File: src/div_lane.sv
`timescale 1ns/1ns

module div_lane #(
  parameter int DIV_WIDTH = 8
) (
  input  logic                 clk,
  input  logic                 rst_n,
  input  logic                 start,
  input  logic                 signed_op,
  input  logic [DIV_WIDTH-1:0] dividend,
  input  logic [DIV_WIDTH-1:0] divisor,
  input  logic                 ack,
  output logic [DIV_WIDTH-1:0] quotient,
  output logic [DIV_WIDTH-1:0] remainder,
  output logic                 done
);

  localparam int CNT_W = $clog2(DIV_WIDTH + 1);

  logic                 busy;
  logic [CNT_W-1:0]     cnt;
  logic                 last;
  logic [DIV_WIDTH-1:0] q_reg;
  logic [DIV_WIDTH-1:0] r_reg;
  logic [DIV_WIDTH-1:0] d_reg;
  logic                 q_neg;
  logic                 r_neg;
  logic                 a_neg;
  logic                 b_neg;
  logic [DIV_WIDTH-1:0] a_mag;
  logic [DIV_WIDTH-1:0] b_mag;
  logic [DIV_WIDTH:0]   r_shift;
  logic [DIV_WIDTH+1:0] diff;

  assign a_neg = signed_op & dividend[DIV_WIDTH-1];
  assign b_neg = signed_op & divisor[DIV_WIDTH-1];
  // magnitude of the most negative value still fits unsigned
  assign a_mag = a_neg ? -dividend : dividend;
  assign b_mag = b_neg ? -divisor : divisor;

  // one restoring step
  assign r_shift = {r_reg, q_reg[DIV_WIDTH-1]};
  assign diff    = {1'b0, r_shift} - {2'b0, d_reg};
  assign last    = (cnt == CNT_W'(DIV_WIDTH));

  always_ff @(posedge clk) begin
    if (!rst_n) begin
      busy <= 1'b0;
      done <= 1'b0;
      cnt  <= '0;
    end else begin
      if (start) begin
        busy <= 1'b1;
        done <= 1'b0;
        cnt  <= '0;
      end else if (busy) begin
        if (last) begin
          busy <= 1'b0;
          done <= 1'b1;
        end else begin
          cnt <= cnt + 1'b1;
        end
      end else if (ack) begin
        done <= 1'b0;
      end
    end
  end

  // divide by zero runs the same steps and leaves all ones in the quotient
  // and the dividend magnitude in the remainder
  // overflow wraps the positive quotient back to the dividend
  always_ff @(posedge clk) begin
    if (start) begin
      q_reg <= a_mag;
      r_reg <= '0;
      d_reg <= b_mag;
      q_neg <= (a_neg ^ b_neg) & (divisor != '0);
      r_neg <= a_neg;
    end else if (busy && !last) begin
      if (diff[DIV_WIDTH+1]) begin
        r_reg <= r_shift[DIV_WIDTH-1:0];
        q_reg <= {q_reg[DIV_WIDTH-2:0], 1'b0};
      end else begin
        r_reg <= diff[DIV_WIDTH-1:0];
        q_reg <= {q_reg[DIV_WIDTH-2:0], 1'b1};
      end
    end else if (busy) begin
      // sign fix-up in the final cycle
      q_reg <= q_neg ? -q_reg : q_reg;
      r_reg <= r_neg ? -r_reg : r_reg;
    end
  end

  assign quotient  = q_reg;
  assign remainder = r_reg;

endmodule

File: config.mk
export PLATFORM = sky130hd
export DESIGN_NAME = div_lane
export DESIGN_NICKNAME = d
export VERILOG_FILES = /design/src/div_lane.sv
export SDC_FILE = /design/constraint.sdc
export NUM_CORES = 1
export LEC_CHECK = 0
export ABC_AREA = 1
export BUFFER_PORTS_ARGS = -buffer_cell sky130_fd_sc_hd__buf_2
export CAP_MARGIN = 20
export CORE_ASPECT_RATIO = 0.9
export CORE_MARGIN = 3
export CORE_UTILIZATION = 35
export CTS_BUF_LIST = sky130_fd_sc_hd__clkbuf_4
export DETAILED_ROUTE_END_ITERATION = 8
export PLACE_DENSITY = 0.59
export SKIP_LAST_GASP = 1
export SLEW_MARGIN = 20
export SYNTH_ARGS = -nofsm -noshare
export SYNTH_HDL_FRONTEND = slang
export SYNTH_SLANG_ARGS = --single-unit
File: constraint.sdc
create_clock -name clk -period 2.6 [get_ports clk]
set_clock_uncertainty 0.1 [all_clocks]
set_input_delay 0.26 -clock clk [delete_from_list [all_inputs] [get_ports clk]]
set_output_delay 0.26 -clock clk [all_outputs]
set_load 0.02 [all_outputs]
==> key figures <==
Clocking
  • CTS buffer count: 5
  • Clock tree buffer depth: 2
  • Post_cts resized: 0
  • Clock Latency Late Sink: 0.34 ns
  • H-tree depth: 2
  • CTS root buf: clkbuf_4
  • Reg clk slew, reported paths: 0.11 ns
  • Cts hold-fix bufs: 0
  • Setup Buffers After CTS: 0
  • Clock sink count: 32
  • CTS tree: yes

Critical path
  • Worst setup path category: reg -> reg
  • RR Startpoint: cnt[0]$_SDFFE_PP0P_
  • Critical R2R Capture: quotient[4]$_DFFE_PN_
  • CP max-delay cell: dfxtp_1
  • Startpoint types: register
  • Required time worst endpoint: 2.53 ns
  • Cell count of the worst reg-to-reg path: 7
  • WP data arrival: 2.02 ns
  • Crit path largest cell delay: 0.34 ns
  • Buf+Inv Stages, Crit Path: 2
  • Critical Path Sink Type: register
  • FF-to-FF setup slack: 0.52 ns
  • Delay-heaviest family, CP: simple AND/OR/NAND/NOR gates
  • CP Cell Sequence: inv_1, ha_1, nand3_1, nand2_2, inv_2, nor2_2, nand2_1
  • Max Fanout on Critical Path: 15

Drt
  • Routed WL: 5.68 mm
  • Per-cell routed wire length: 12.7 um
  • Vias: 2151
  • Post-route ant nets: 0
  • First-pass DRT Iterations: 4
  • DRC: 0
  • Initial DRC Count: 71
  • Vias per cell: 4.80

GRT
  • Grt total ovfl: 0
  • Largest net degree at the start of global routing: 22
  • Antenna violations before repair: 0
  • Vias in the first global route: 2002
  • Tot GR Track Use: 0.150
  • First-pass GRT wire length: 9.39 mm

Place
  • DP HPWL: 4.46 mm
  • I/O Buffers: 37
  • Placed insts: 440
  • Pre-CTS setup slack: 0.501 ns
  • GP Congestion: 0.898

Floorplanning
  • DIE HEIGHT: 84.2 um
  • Die area: 7820 sq um
  • Core area: 6350 sq um
  • Die W: 92.9 um
  • Initial core utilization: 0.375
  • # rows: 27
  • Io pins: 38

Yosys
  • Sequential element share of the synthesized area: 0.345
  • Net Count, Synth: 355
  • Synth warn: 0
  • Cell area after synthesis: 2380 sq um
  • Mapped Avg Cell Area: 7.46 sq um
  • Synth unique cells: 38
  • Mapped Cells: 319
  • Flops & latches, synth: 32

Min path
  • Hold Path Origin: divisor[0]
  • Hold Path Stages: 1
  • Hold crit path type: in -> reg
  • WHS Endpoint: d_reg[0]$_DFFE_PP_

Cells and area
  • Layout cells sized above 1: 0.177
  • Fin cells: 448
  • Fillers: 682
  • Diode count: 0
  • Nets: 396
  • Layout area overhead: 14.0%

Timing
  • Fmax: 480 MHz
  • Final Setup Violations: 0
  • Tmin final: 2.08 ns
  • Final WS setup: 0.515 ns
  • Final Hold Vio Count: 0
  • TNS Setup: 0 ns
  • Max-slew violations: 0
  • Slew margin rel.: 0.707
  • RSZ-0062 raised after global routing: no
  • Worst Max-Slew Pin Slew: 0.439 ns
  • Fin crit share: 0.802

Run
  • Max cap viols: 0

Run status
  • Status: complete, no violations

Power
  • Static leakage: 1.31 nW
  • P per Cell Area: 573 nW/um^2
  • VDD IR max: 179 uV
[synth_stat cells (all sizes together)]
| cell type | count | area (sq um) |
|---|---|---|
| o31ai | 1 | 7.51 |
| or2 | 3 | 18.8 |
| inv | 60 | 225 |
| buf | 3 | 23.8 |
| nor3b | 1 | 7.51 |
| o211ai | 7 | 62.6 |
| clkbuf | 2 | 7.51 |
| o21a | 2 | 15.0 |
| o22ai | 2 | 12.5 |
| a211oi | 1 | 7.51 |
| o21ai | 25 | 125 |
| nand3 | 23 | 143 |
| a31oi | 1 | 6.26 |
| dfxtp | 14 | 280 |
| nand2 | 68 | 263 |
| nor4 | 1 | 6.26 |
| a21oi | 19 | 110 |
| o221ai | 4 | 35.0 |
| xor2 | 10 | 87.6 |
| fa | 1 | 20.0 |
| nor2 | 22 | 85.1 |
| ha | 14 | 175 |
| nand4 | 3 | 18.8 |
| edfxtp | 18 | 541 |
| nand3b | 1 | 7.51 |
| nor3 | 7 | 35.0 |
| xnor2 | 6 | 52.6 |
[kinds of logic (layout without fill, tap and decap cells)]
group,after synthesis,in the layout,synth area share
AOI/OAI and AO/OA,62,62,0.160
xor gates and xnor gates,16,16,0.0589
buffers and inverters,65,107,0.108
and+or+nand+nor,129,129,0.246
DFF,32,32,0.345
adders and majority gates,15,15,0.0821
[stage by stage]
step                hold WS, ns  power [mW]  cell area [sq um]   util
floorplan                 0.259        1.10               2380      -
global placement          0.353        1.26               2660  0.418
detailed placement        0.358        1.26               2660  0.418
CTS                      0.0264        1.56               2710  0.427
global route             0.0215        1.66               2710  0.427
finish                   0.0371        1.56               2710  0.427
[metal layers]
metal	wire [um]	part of all wire	vias to the layer above	global-route usage
met5	0	0	-	0
li1	-	-	1134	-
met3	283	0.050	7	0.0287
met2	2540	0.45	55	0.235
met4	78	0.014	0	0.0533
met1	2780	0.49	955	0.208
[area by class of cell]
cell class / count / area [sq um] / share of cell area
Inverter: 60 / 225 / 0.0830
Sequential cell: 32 / 821 / 0.303
Tap cell: 87 / 109 / 0.0401
Multi-Input combinational cell: 222 / 1300 / 0.480
Clock inverter: 1 / 3.75 / 0.00138
Timing Repair Buffer: 39 / 200 / 0.0738
Clock buffer: 7 / 52.6 / 0.0194
[where the power goes]
group          switching, mW  internal, mW
registers             0.0489         0.597
clock network          0.184         0.125
logic                  0.381         0.220
total                  0.614         0.942
[layout by cell type, fill, tap and decap left out, types with 3 or more instances in the layout]
cell type and n:
dfxtp_1 14, a21oi_2 4, inv_1 58, nand2_1 65, buf_2 37, o221ai_1 4, nand3_1 19, xor2_1 10
xnor2_1 6, o211ai_1 5, nand2_2 3, edfxtp_1 18, a21oi_1 15, clkbuf_4 7, nand4_1 3, nor3_1 7
nand3_2 3, nor2_1 21, ha_1 14, o21ai_0 23
[worst max-delay path by stage]
stage,from,endpoint,slack [ns],depth (start not counted)
floorplan,quotient[7]$_DFFE_PN_,remainder[6]$_SDFFE_PP0N_,0.60,10
global placement,remainder[2]$_SDFFE_PP0N_,remainder[7]$_SDFFE_PP0N_,0.51,11
detailed placement,cnt[0]$_SDFFE_PP0P_,quotient[1]$_DFFE_PN_,0.50,7
CTS,cnt[0]$_SDFFE_PP0P_,quotient[1]$_DFFE_PN_,0.48,7
global route,cnt[1]$_SDFFE_PP0P_,quotient[4]$_DFFE_PN_,0.27,7
finish,cnt[0]$_SDFFE_PP0P_,quotient[4]$_DFFE_PN_,0.52,7
Power figures use the tool's default switching activity.
