`src/div_pkg.sv`:
```
package div_pkg;

  // element widths carried by the lanes
  typedef logic [7:0]  byte_t;
  typedef logic [15:0] hword_t;
  typedef logic [31:0] word_t;

  // scalar operand from the integer register file
  typedef logic [31:0] xreg_t;

  localparam int ROB_TAG_W = 4;

  typedef logic [ROB_TAG_W-1:0] rob_tag_t;

  typedef enum logic [1:0] {
    EEW8  = 2'd0,
    EEW16 = 2'd1,
    EEW32 = 2'd2
  } eew_e;

  typedef enum logic [1:0] {
    OP_DIVU = 2'd0,
    OP_DIV  = 2'd1,
    OP_REMU = 2'd2,
    OP_REM  = 2'd3
  } div_op_e;

  typedef enum logic {
    SRC_VV = 1'b0,
    SRC_VX = 1'b1
  } src_sel_e;

  // fixed-width control fields of one micro-op
  typedef struct packed {
    rob_tag_t tag;
    div_op_e  op;
    src_sel_e src_sel;
    eew_e     eew;
  } div_ctrl_t;

  typedef enum logic {
    ST_IDLE = 1'b0,
    ST_BUSY = 1'b1
  } prep_state_e;

endpackage
```
`src/div_result_pack.sv`:
```
`timescale 1ns/1ns

module div_result_pack import div_pkg::*; #(
  parameter int VLEN = 128
) (
  input  logic                 clk,
  input  logic                 rst_n,
  input  div_ctrl_t            job_ctrl,
  input  logic   [VLEN/16-1:0] done8,
  input  logic   [VLEN/32-1:0] done16,
  input  logic   [VLEN/32-1:0] done32,
  input  byte_t  [VLEN/16-1:0] quotient8,
  input  byte_t  [VLEN/16-1:0] remainder8,
  input  hword_t [VLEN/32-1:0] quotient16,
  input  hword_t [VLEN/32-1:0] remainder16,
  input  word_t  [VLEN/32-1:0] quotient32,
  input  word_t  [VLEN/32-1:0] remainder32,
  input  logic                 result_ready,
  output logic                 result_valid,
  output rob_tag_t             result_tag,
  output logic   [VLEN-1:0]    result_data,
  output logic                 retire
);

  localparam int N8  = VLEN / 16;
  localparam int N16 = VLEN / 32;
  localparam int N32 = VLEN / 32;

  logic                 all_done;
  logic                 use_rem;
  byte_t  [N8-1:0]      sel8;
  hword_t [N16-1:0]     sel16;
  word_t  [N32-1:0]     sel32;

  // only lanes of the groups in use count
  always_comb begin
    case (job_ctrl.eew)
      EEW8:    all_done = &{done8, done16, done32};
      EEW16:   all_done = &{done16, done32};
      default: all_done = &done32;
    endcase
  end

  // cleared on the retire edge along with the lane done flags
  always_ff @(posedge clk) begin
    if (!rst_n) begin
      result_valid <= 1'b0;
    end else if (retire) begin
      result_valid <= 1'b0;
    end else begin
      result_valid <= all_done;
    end
  end

  assign retire     = result_valid & result_ready;
  assign result_tag = job_ctrl.tag;
  assign use_rem    = (job_ctrl.op == OP_REMU) || (job_ctrl.op == OP_REM);

  always_comb begin
    for (int i = 0; i < N8; i++) begin
      sel8[i] = use_rem ? remainder8[i] : quotient8[i];
    end
    for (int i = 0; i < N16; i++) begin
      sel16[i] = use_rem ? remainder16[i] : quotient16[i];
    end
    for (int i = 0; i < N32; i++) begin
      sel32[i] = use_rem ? remainder32[i] : quotient32[i];
    end
  end

  // back into element order from the low eew bits of each lane
  always_comb begin
    result_data = '0;
    case (job_ctrl.eew)
      EEW8: begin
        for (int i = 0; i < N8; i++) begin
          result_data[i*8 +: 8] = sel8[i];
        end
        for (int i = 0; i < N16; i++) begin
          result_data[(N8+i)*8 +: 8] = sel16[i][7:0];
        end
        for (int i = 0; i < N32; i++) begin
          result_data[(N8+N16+i)*8 +: 8] = sel32[i][7:0];
        end
      end
      EEW16: begin
        for (int i = 0; i < N16; i++) begin
          result_data[i*16 +: 16] = sel16[i];
        end
        for (int i = 0; i < N32; i++) begin
          result_data[(N16+i)*16 +: 16] = sel32[i][15:0];
        end
      end
      default: begin
        for (int i = 0; i < N32; i++) begin
          result_data[i*32 +: 32] = sel32[i];
        end
      end
    endcase
  end

endmodule

```
`config.mk`:
```
export PLATFORM = sky130hd
export DESIGN_NAME = div_result_pack
export DESIGN_NICKNAME = d
export VERILOG_FILES = /design/src/div_pkg.sv /design/src/div_result_pack.sv
export SDC_FILE = /design/constraint.sdc
export NUM_CORES = 1
export LEC_CHECK = 0
export ABC_AREA = 1
export BUFFER_PORTS_ARGS = -buffer_cell sky130_fd_sc_hd__buf_2
export CAP_MARGIN = 20
export CORE_AREA = 2 2 265 267
export DETAILED_ROUTE_END_ITERATION = 16
export DIE_AREA = 0 0 267 269
export GPL_TIMING_DRIVEN = 1
export SLEW_MARGIN = 0
export SYNTH_ARGS = -nofsm -noshare
export SYNTH_HDL_FRONTEND = slang
export SYNTH_SLANG_ARGS = --single-unit
```
`constraint.sdc`:
```
create_clock -name clk -period 2.3 [get_ports clk]
set_input_delay 0.46 -clock clk [delete_from_list [all_inputs] [get_ports clk]]
set_output_delay 0.46 -clock clk [all_outputs]
set_load 0.02 [all_outputs]
```
==> results of run 1 <==
per-stage QoR:
step | total power (W) | hold WS, ns
3_3_place_gp | 0.00249 | 0.652
2_1_floorplan | 0.00112 | 0.667
4_1_cts | 0.00250 | 0.666
3_5_place_dp | 0.00249 | 0.662
5_1_grt | 0.00271 | 0.710
6_report | 0.00251 | 0.659
layout make-up:
cell class | count | area [um2] | share of cell area, %
Timing Repair Buffer | 779 | 4510 | 42.9
Multi-Input combinational cell | 1140 | 4700 | 44.7
Antenna cell | 13 | 32.5 | 0.309
Inverter | 20 | 83.8 | 0.796
Tap cell | 940 | 1180 | 11.2
Sequential cell | 1 | 20.0 | 0.190
power breakdown:
part	total [W]	switching (W)	internal [W]
clock network	0.000000000758	0	0.000000000758
logic	0.00249	0.00154	0.000953
registers	0.0000180	0.000000104	0.0000179
critical path: cells and delay by family:
family | cells | cell delay [ns]
buf+inv | 4 | 0.59
compound gates | 1 | 0.55
simple gates | 1 | 0.16
worst paths after layout:
kind                            slack [ns]              end  depth (start not counted)
worst max-delay path                  0.03  result_data[60]                          6
worst min-delay path                  0.66     result_valid                          5
worst max register to register        1.52     result_valid                          5
worst min register to register        0.66     result_valid                          5
layer usage:
layer / vias to the layer above / wire (um) / GRT usage (%)
li1: 5341 / - / -
met1: 4730 / 22600 / 16.6
met2: 697 / 23900 / 22.4
met3: 102 / 4670 / 2.72
met5: - / 50 / 0
met4: 8 / 2720 / 5.92
synth_stat cells:
cell type and instances:
a21oi_1 1, inv_1 19, buf_6 4, buf_4 20, buf_1 5, o211ai_1 16, clkbuf_1 25, dfxtp_1 1
inv_2 1, nor2_1 260, o21ai_0 113, nand3_1 130, nand2_1 605, buf_2 47, o21ai_1 15
timing repair:
item | CTS | global route
pin swaps | 0 | 1
setup buffers | 0 | 1
setup endpoints to repair | 2 | 21
gates resized for setup | 2 | 14
cloned | 0 | 1
logic make-up after synthesis:
kind of cell,count (synthesis)
DFF,1
and+or+nand+nor,995
AOI/OAI and AO/OA,145
buffers and inverters,121
==> out/qor.yml, run 1 <==
critical_path:
  critPathKind: "input port to output port"
  crit_slowest_cell: "o21ai_0"
  reg2reg_from: "result_valid"
  crit_fanout: 14
  cp_data_arrival_time_ns: 1.81
  cpPeakStageDelay_ns: 0.55
  cp-start-kind: "input port"
  crit_chain: "buf_8, inv_8, buf_12, o21ai_0, nand3_1, buf_2"
  crit_start: "job_ctrl[4]"
  cp-end-kind: "output port"
  worstPathRequired_ns: 1.84
clock_network:
  insertion_delay_ns: 0
  clkTransAtPathRegs_ns: 0
  hold_buffers: 0
outcome:
  status: "finished clean"
die:
  rows: 97
  die-area_um2: 71800
  core_um2: 69300
  initial_core_util_pct: 7.65
  pin_count: 674
  die_h_um: 269
  die_w_um: 267
sta:
  skew_ns: 0
  final_max_slew_viol_count: 0
  setup_viol: 0
  setup_tns_ns: 0
  hold_viol: 0
  rsz0062_at_grt: "true"
  max_freq_mhz: 441
  min_period_ns: 2.27
  slew_headroom_pct: 54.3
  worstMarginPinSlew_ns: 0.679
  setup_slack_ns: 0.0347
  min_period_over_period_pct: 98.5
hold_path:
  worstHoldPathType: "register to register"
  hold_path.startpoint: "result_valid"
placement:
  port_buffers: 663
  place_area_um2: 10400
  preCtsSetupSlack_ns: -0.00772
  placed_cells: 2878
  detailedPlacementHpwl_mm: 46.7
  place_congestion: 0.930
pwr:
  ir_worst_vdd_uv: 93.0
  p_leak_nw: 5.98
  power.density_nw_per_um2: 238
cells_and_area:
  area_delta_synth_final_pct: 98.5
  final_common_cell: "buf_2"
  layout.cells.non_filler: 2893
  largest_reg_flops: 1
  fin_nets: 2482
  final_cell_mix: "buf_2 (656), nand2_1 (602), nor2_1 (258)"
  final_area_um2: 10500
  reg_top3: "result_valid (1)"
  top_register: "result_valid"
  utilization_pct: 15.2
  fillers: 8203
  layout-drive-gt1-share_pct: 40.6
drt:
  postRouteAntennaNets: 0
  wl_per_cell_um: 18.6
  vias: 10878
  drt_iter0_drc: 758
  drt_first_pass_iters: 5
  routed_via_density: 3.76
  drc: 0
  routed_wl_mm: 53.9
global_routing:
  grt_remaining_overflow: 0
  grt_pass1_wl_mm: 68.2
  grtUsageTotal_pct: 13.4
  grt_max_degree: 45
  antenna_found_initial: 24
  grt_pass1_vias: 9731
run:
  max_cap_viol_count: 0
synth:
  netlist.area_leader.share_pct: 42.8
  synth-simple-area-share_pct: 73.5
  syn_area_um2: 5300
  synthMuxAreaShare_pct: 0
  postSynthAreaPerCell_um2: 4.20
  synth_fa_ha_area_share_pct: 0
  yosysSeqAreaShare_pct: 0.378
  synth-compound-area-share_pct: 14.4
  ys_ff_latch: 1
  synth_cells: 1262
  synth-xor-area-share_pct: 0
  yosysUniqueCellTypes: 15
  synth_top_family_by_area: "simple AND/OR/NAND/NOR gates"
  synthTopCellsByArea: "nand2_1 (43%), nor2_1 (18%), nand3_1 (12%)"
  synth_nets: 1802
  synth_top_cell_by_area: "nand2_1"
  yosysWarnings: 0
Note: power is estimated with default switching activity, not from simulation.
==> run 2, diff against run 1 <==
Settings changed: ABC_AREA 1 to 0, CORE_AREA 2 2 265 267 to 2 2 266 268, DIE_AREA 0 0 267 269 to 0 0 268 270.
==> run 2 against run 1 <==
Compared with the run above:
- the flow now finishes with violations (setup timing)
- sequential share of layout area about the same
- wire length shrank 19%
- critical path type unchanged
- synthesized cell count shrank 62%
- area after synthesis rose by 12%
==> out/qor.yml, run 2 <==
outcome:
  status: "finished with violations"
  violations: "setup timing"
sta:
  hold_viol: 0  # unchanged
  rsz0062_at_grt: "true"
  setup_slack_ns: -0.0709  # -0.106 ns
  max_freq_mhz: 422  # -4.5%
  slew_headroom_pct: 70.9  # +17 points
  min_period_over_period_pct: 103  # +4.6 points
  skew_ns: 0  # unchanged
  hold_ws_ns: 0.627  # -0.0322 ns
  final_max_slew_viol_count: 0  # unchanged
  setup_viol: 37  # +37
  worstMarginPinSlew_ns: 0.436  # -0.243 ns
  min_period_ns: 2.37  # +0.106 ns
clock_network:
  hold_buffers: 0  # unchanged
  insertion_delay_ns: 0  # unchanged
  clkTransAtPathRegs_ns: 0  # unchanged
drt:
  wl_per_cell_um: 20.6  # +10%
  routed_wl_mm: 43.9  # -19%
  postRouteAntennaNets: 0  # unchanged
  drt_iter0_drc: 347  # -54%
  drc: 0  # unchanged
  vias: 7888  # -27%
  drt_first_pass_iters: 7  # +2
  routed_via_density: 3.69  # -1.7%
hold_path:
  hold_end: "result_valid"
  hold_path.startpoint: "result_valid"
  worstHoldPathType: "register to register"
  hold-path-cell-count: 3  # -2
pwr:
  p_int_w: 0.00161  # +66%
  netSwitchingPower_w: 0.00136  # -11%
  power.share.clock_pct: 0  # unchanged
  combPwrFrac_pct: 99.4  # about the same
  swShare_pct: 45.9  # -15 points
  power.density_nw_per_um2: 244  # +2.3%
  ir_worst_vdd_uv: 118  # +27%
  seq_power_share_pct: 0.6  # about the same
  p_leak_nw: 5.97  # -0.23%
global_routing:
  grt_pass1_vias: 8185  # -16%
  grtUsageTotal_pct: 10.9  # -2.5 points
  antenna_found_initial: 16  # -33%
  grt_max_degree: 40  # -11%
  grt_remaining_overflow: 0  # unchanged
  grt_pass1_wl_mm: 56.4  # -17%
cells_and_area:
  fin_nets: 1729  # -30%
  final_area_um2: 12200  # +16%
  reg_top3: "result_valid (1)"
  final_cell_mix: "buf_2 (589), mux2_4 (142), mux4_2 (84)"
  top_register: "result_valid"
  final_common_cell: "buf_2"
  largest_reg_flops: 1  # unchanged
  utilization_pct: 17.6  # +2.4 points
  layout-drive-gt1-share_pct: 86.0  # +45 points
  area_delta_synth_final_pct: 105
  layout.cells.non_filler: 2135  # -26%
die:
  core_um2: 69500  # +0.35%
  rows: 97  # unchanged
  die_h_um: 270  # +0.37%
  die_w_um: 268  # +0.37%
  die-area_um2: 72400  # +0.75%
  pin_count: 674  # unchanged
  initial_core_util_pct: 8.57  # +0.93 points
critical_path:
  reg2reg_depth: 3  # -2
  crit_start: "job_ctrl[0]"
  r2r_setup_slack_ns: 1.33  # -0.19 ns
  crit_fanout: 8  # -6
  cp_data_arrival_time_ns: 1.91  # +0.10 ns
  worstReg2RegEnd: "result_valid"
  cp-start-kind: "input port"
  reg2reg_from: "result_valid"
  worstPathRequired_ns: 1.84  # about the same
  cp-end-kind: "output port"
  critPathKind: "input port to output port"
synth:
  synth_top_cell_by_area: "mux4_2"
  syn_area_um2: 5960  # +12%
  synthTopCellsByArea: "mux4_2 (32%), mux2_4 (19%), mux2i_1 (12%)"
  yosys-top-cells-count: "mux4_2 (84), mux2_4 (75), mux2i_1 (74)"
  synth_ff_type: "dfxtp_1"
  yosysWarnings: 0  # unchanged
  synth_nets: 1023  # -43%
  ys_ff_latch: 1  # unchanged
  synth_most_common_cell: "mux4_2"
  yosysSeqAreaShare_pct: 0.336  # -0.042 points
  yosysUniqueCellTypes: 25  # +10
  postSynthAreaPerCell_um2: 12.3  # +190%
  synth_cells: 483  # -62%
  synth_edf_count: 0  # unchanged
  netlist.area_leader.share_pct: 31.7  # -11 points
  ys_async_sr_fraction_pct: 0  # unchanged
placement:
  port_buffers: 663  # unchanged
  place_congestion: 0.889  # -4.5%
  detailedPlacementHpwl_mm: 36.7  # -21%
  placed_cells: 2108  # -27%
  place_area_um2: 11000  # +5.7%
  preCtsSetupSlack_ns: -0.230  # -0.222 ns
run:
  max_cap_viol_count: 0  # unchanged
==> run 2: changes by cell type in the layout (fill, tap and decap cells not counted), sizes merged, moves of 5 or more <==
cell and change:
nand2 -589, nor2 -259, mux2 +184, nand3 -129, o21ai -127, mux4 +84, mux2i +74, a222oi +28
inv -19, o211ai -16, o221ai +16, buf -8, diode -5
==> run 2: power by group through the flow <==
stage	logic [W]	clock network, W	registers (W)
after floorplan	0.00135	0	0.0000181
after global placement	0.00255	0	0.0000179
after detailed placement	0.00256	0	0.0000179
after CTS	0.00288	0	0.0000179
after global routing	0.00312	0.000000000407	0.0000179
final	0.00296	0.000000000466	0.0000179
==> run 2: what timing repair did <==
action	in CTS	in global routing
setup endpoints to repair	116	90
pin swaps	2	2
gates cloned	6	3
resized for setup	192	74
setup buffers	9	2
==> run 2: per-layer routing <==
layer	vias to the layer above	global-route usage (%)	share of wire [%]	routed length (um)
met2	518	19.6	49	21300
met5	-	0	0.030	13
met3	70	1.91	7.3	3190
li1	3504	-	-	-
met4	2	3.06	3.4	1470
met1	3794	13.1	41	17900
==> run 2: kinds of logic after synthesis <==
group | after synthesis | synth area share (%)
and+or+nand+nor | 26 | 2.06
buffers and inverters | 68 | 6.71
DFF | 1 | 0.336
muxes | 342 | 83.6
AOI/OAI and AO/OA | 46 | 7.28
==> run 2: worst max-delay path by stage <==
| stage | end | slack (ns) | cells past startpoint |
|---|---|---|---|
| after floorplan | result_data[3] | 0.002 | 6 |
| after global placement | result_data[106] | -0.23 | 5 |
| after detailed placement | result_data[17] | -0.23 | 6 |
| after CTS | result_data[121] | -0.1 | 7 |
| after global routing | result_data[40] | -0.08 | 6 |
| final | result_data[40] | -0.07 | 6 |
==> run 2: per-stage QoR <==
stage                     power (W)  setup TNS (ns)
after detailed placement    0.00258          -13.47
after global placement      0.00257          -12.83
after global routing        0.00314           -2.49
after CTS                   0.00290           -2.28
after floorplan             0.00136               0
final                       0.00297           -1.06
==> run 2: area by class of cell <==
class / instances / area (um2)
Fill cell: 7730 / 57300
Multi-Input combinational cell: 414 / 5810
Timing Repair Buffer: 772 / 5180
Tap cell: 940 / 1180
Sequential cell: 1 / 20.0
Antenna cell: 8 / 20.0
==> run 2: worst max-delay path, cell delays in order <==
cell,delay (ns)
buf_16,0.14
buf_8,0.16
buf_12,0.13
mux2_4,0.29
mux4_2,0.53
buf_6,0.17
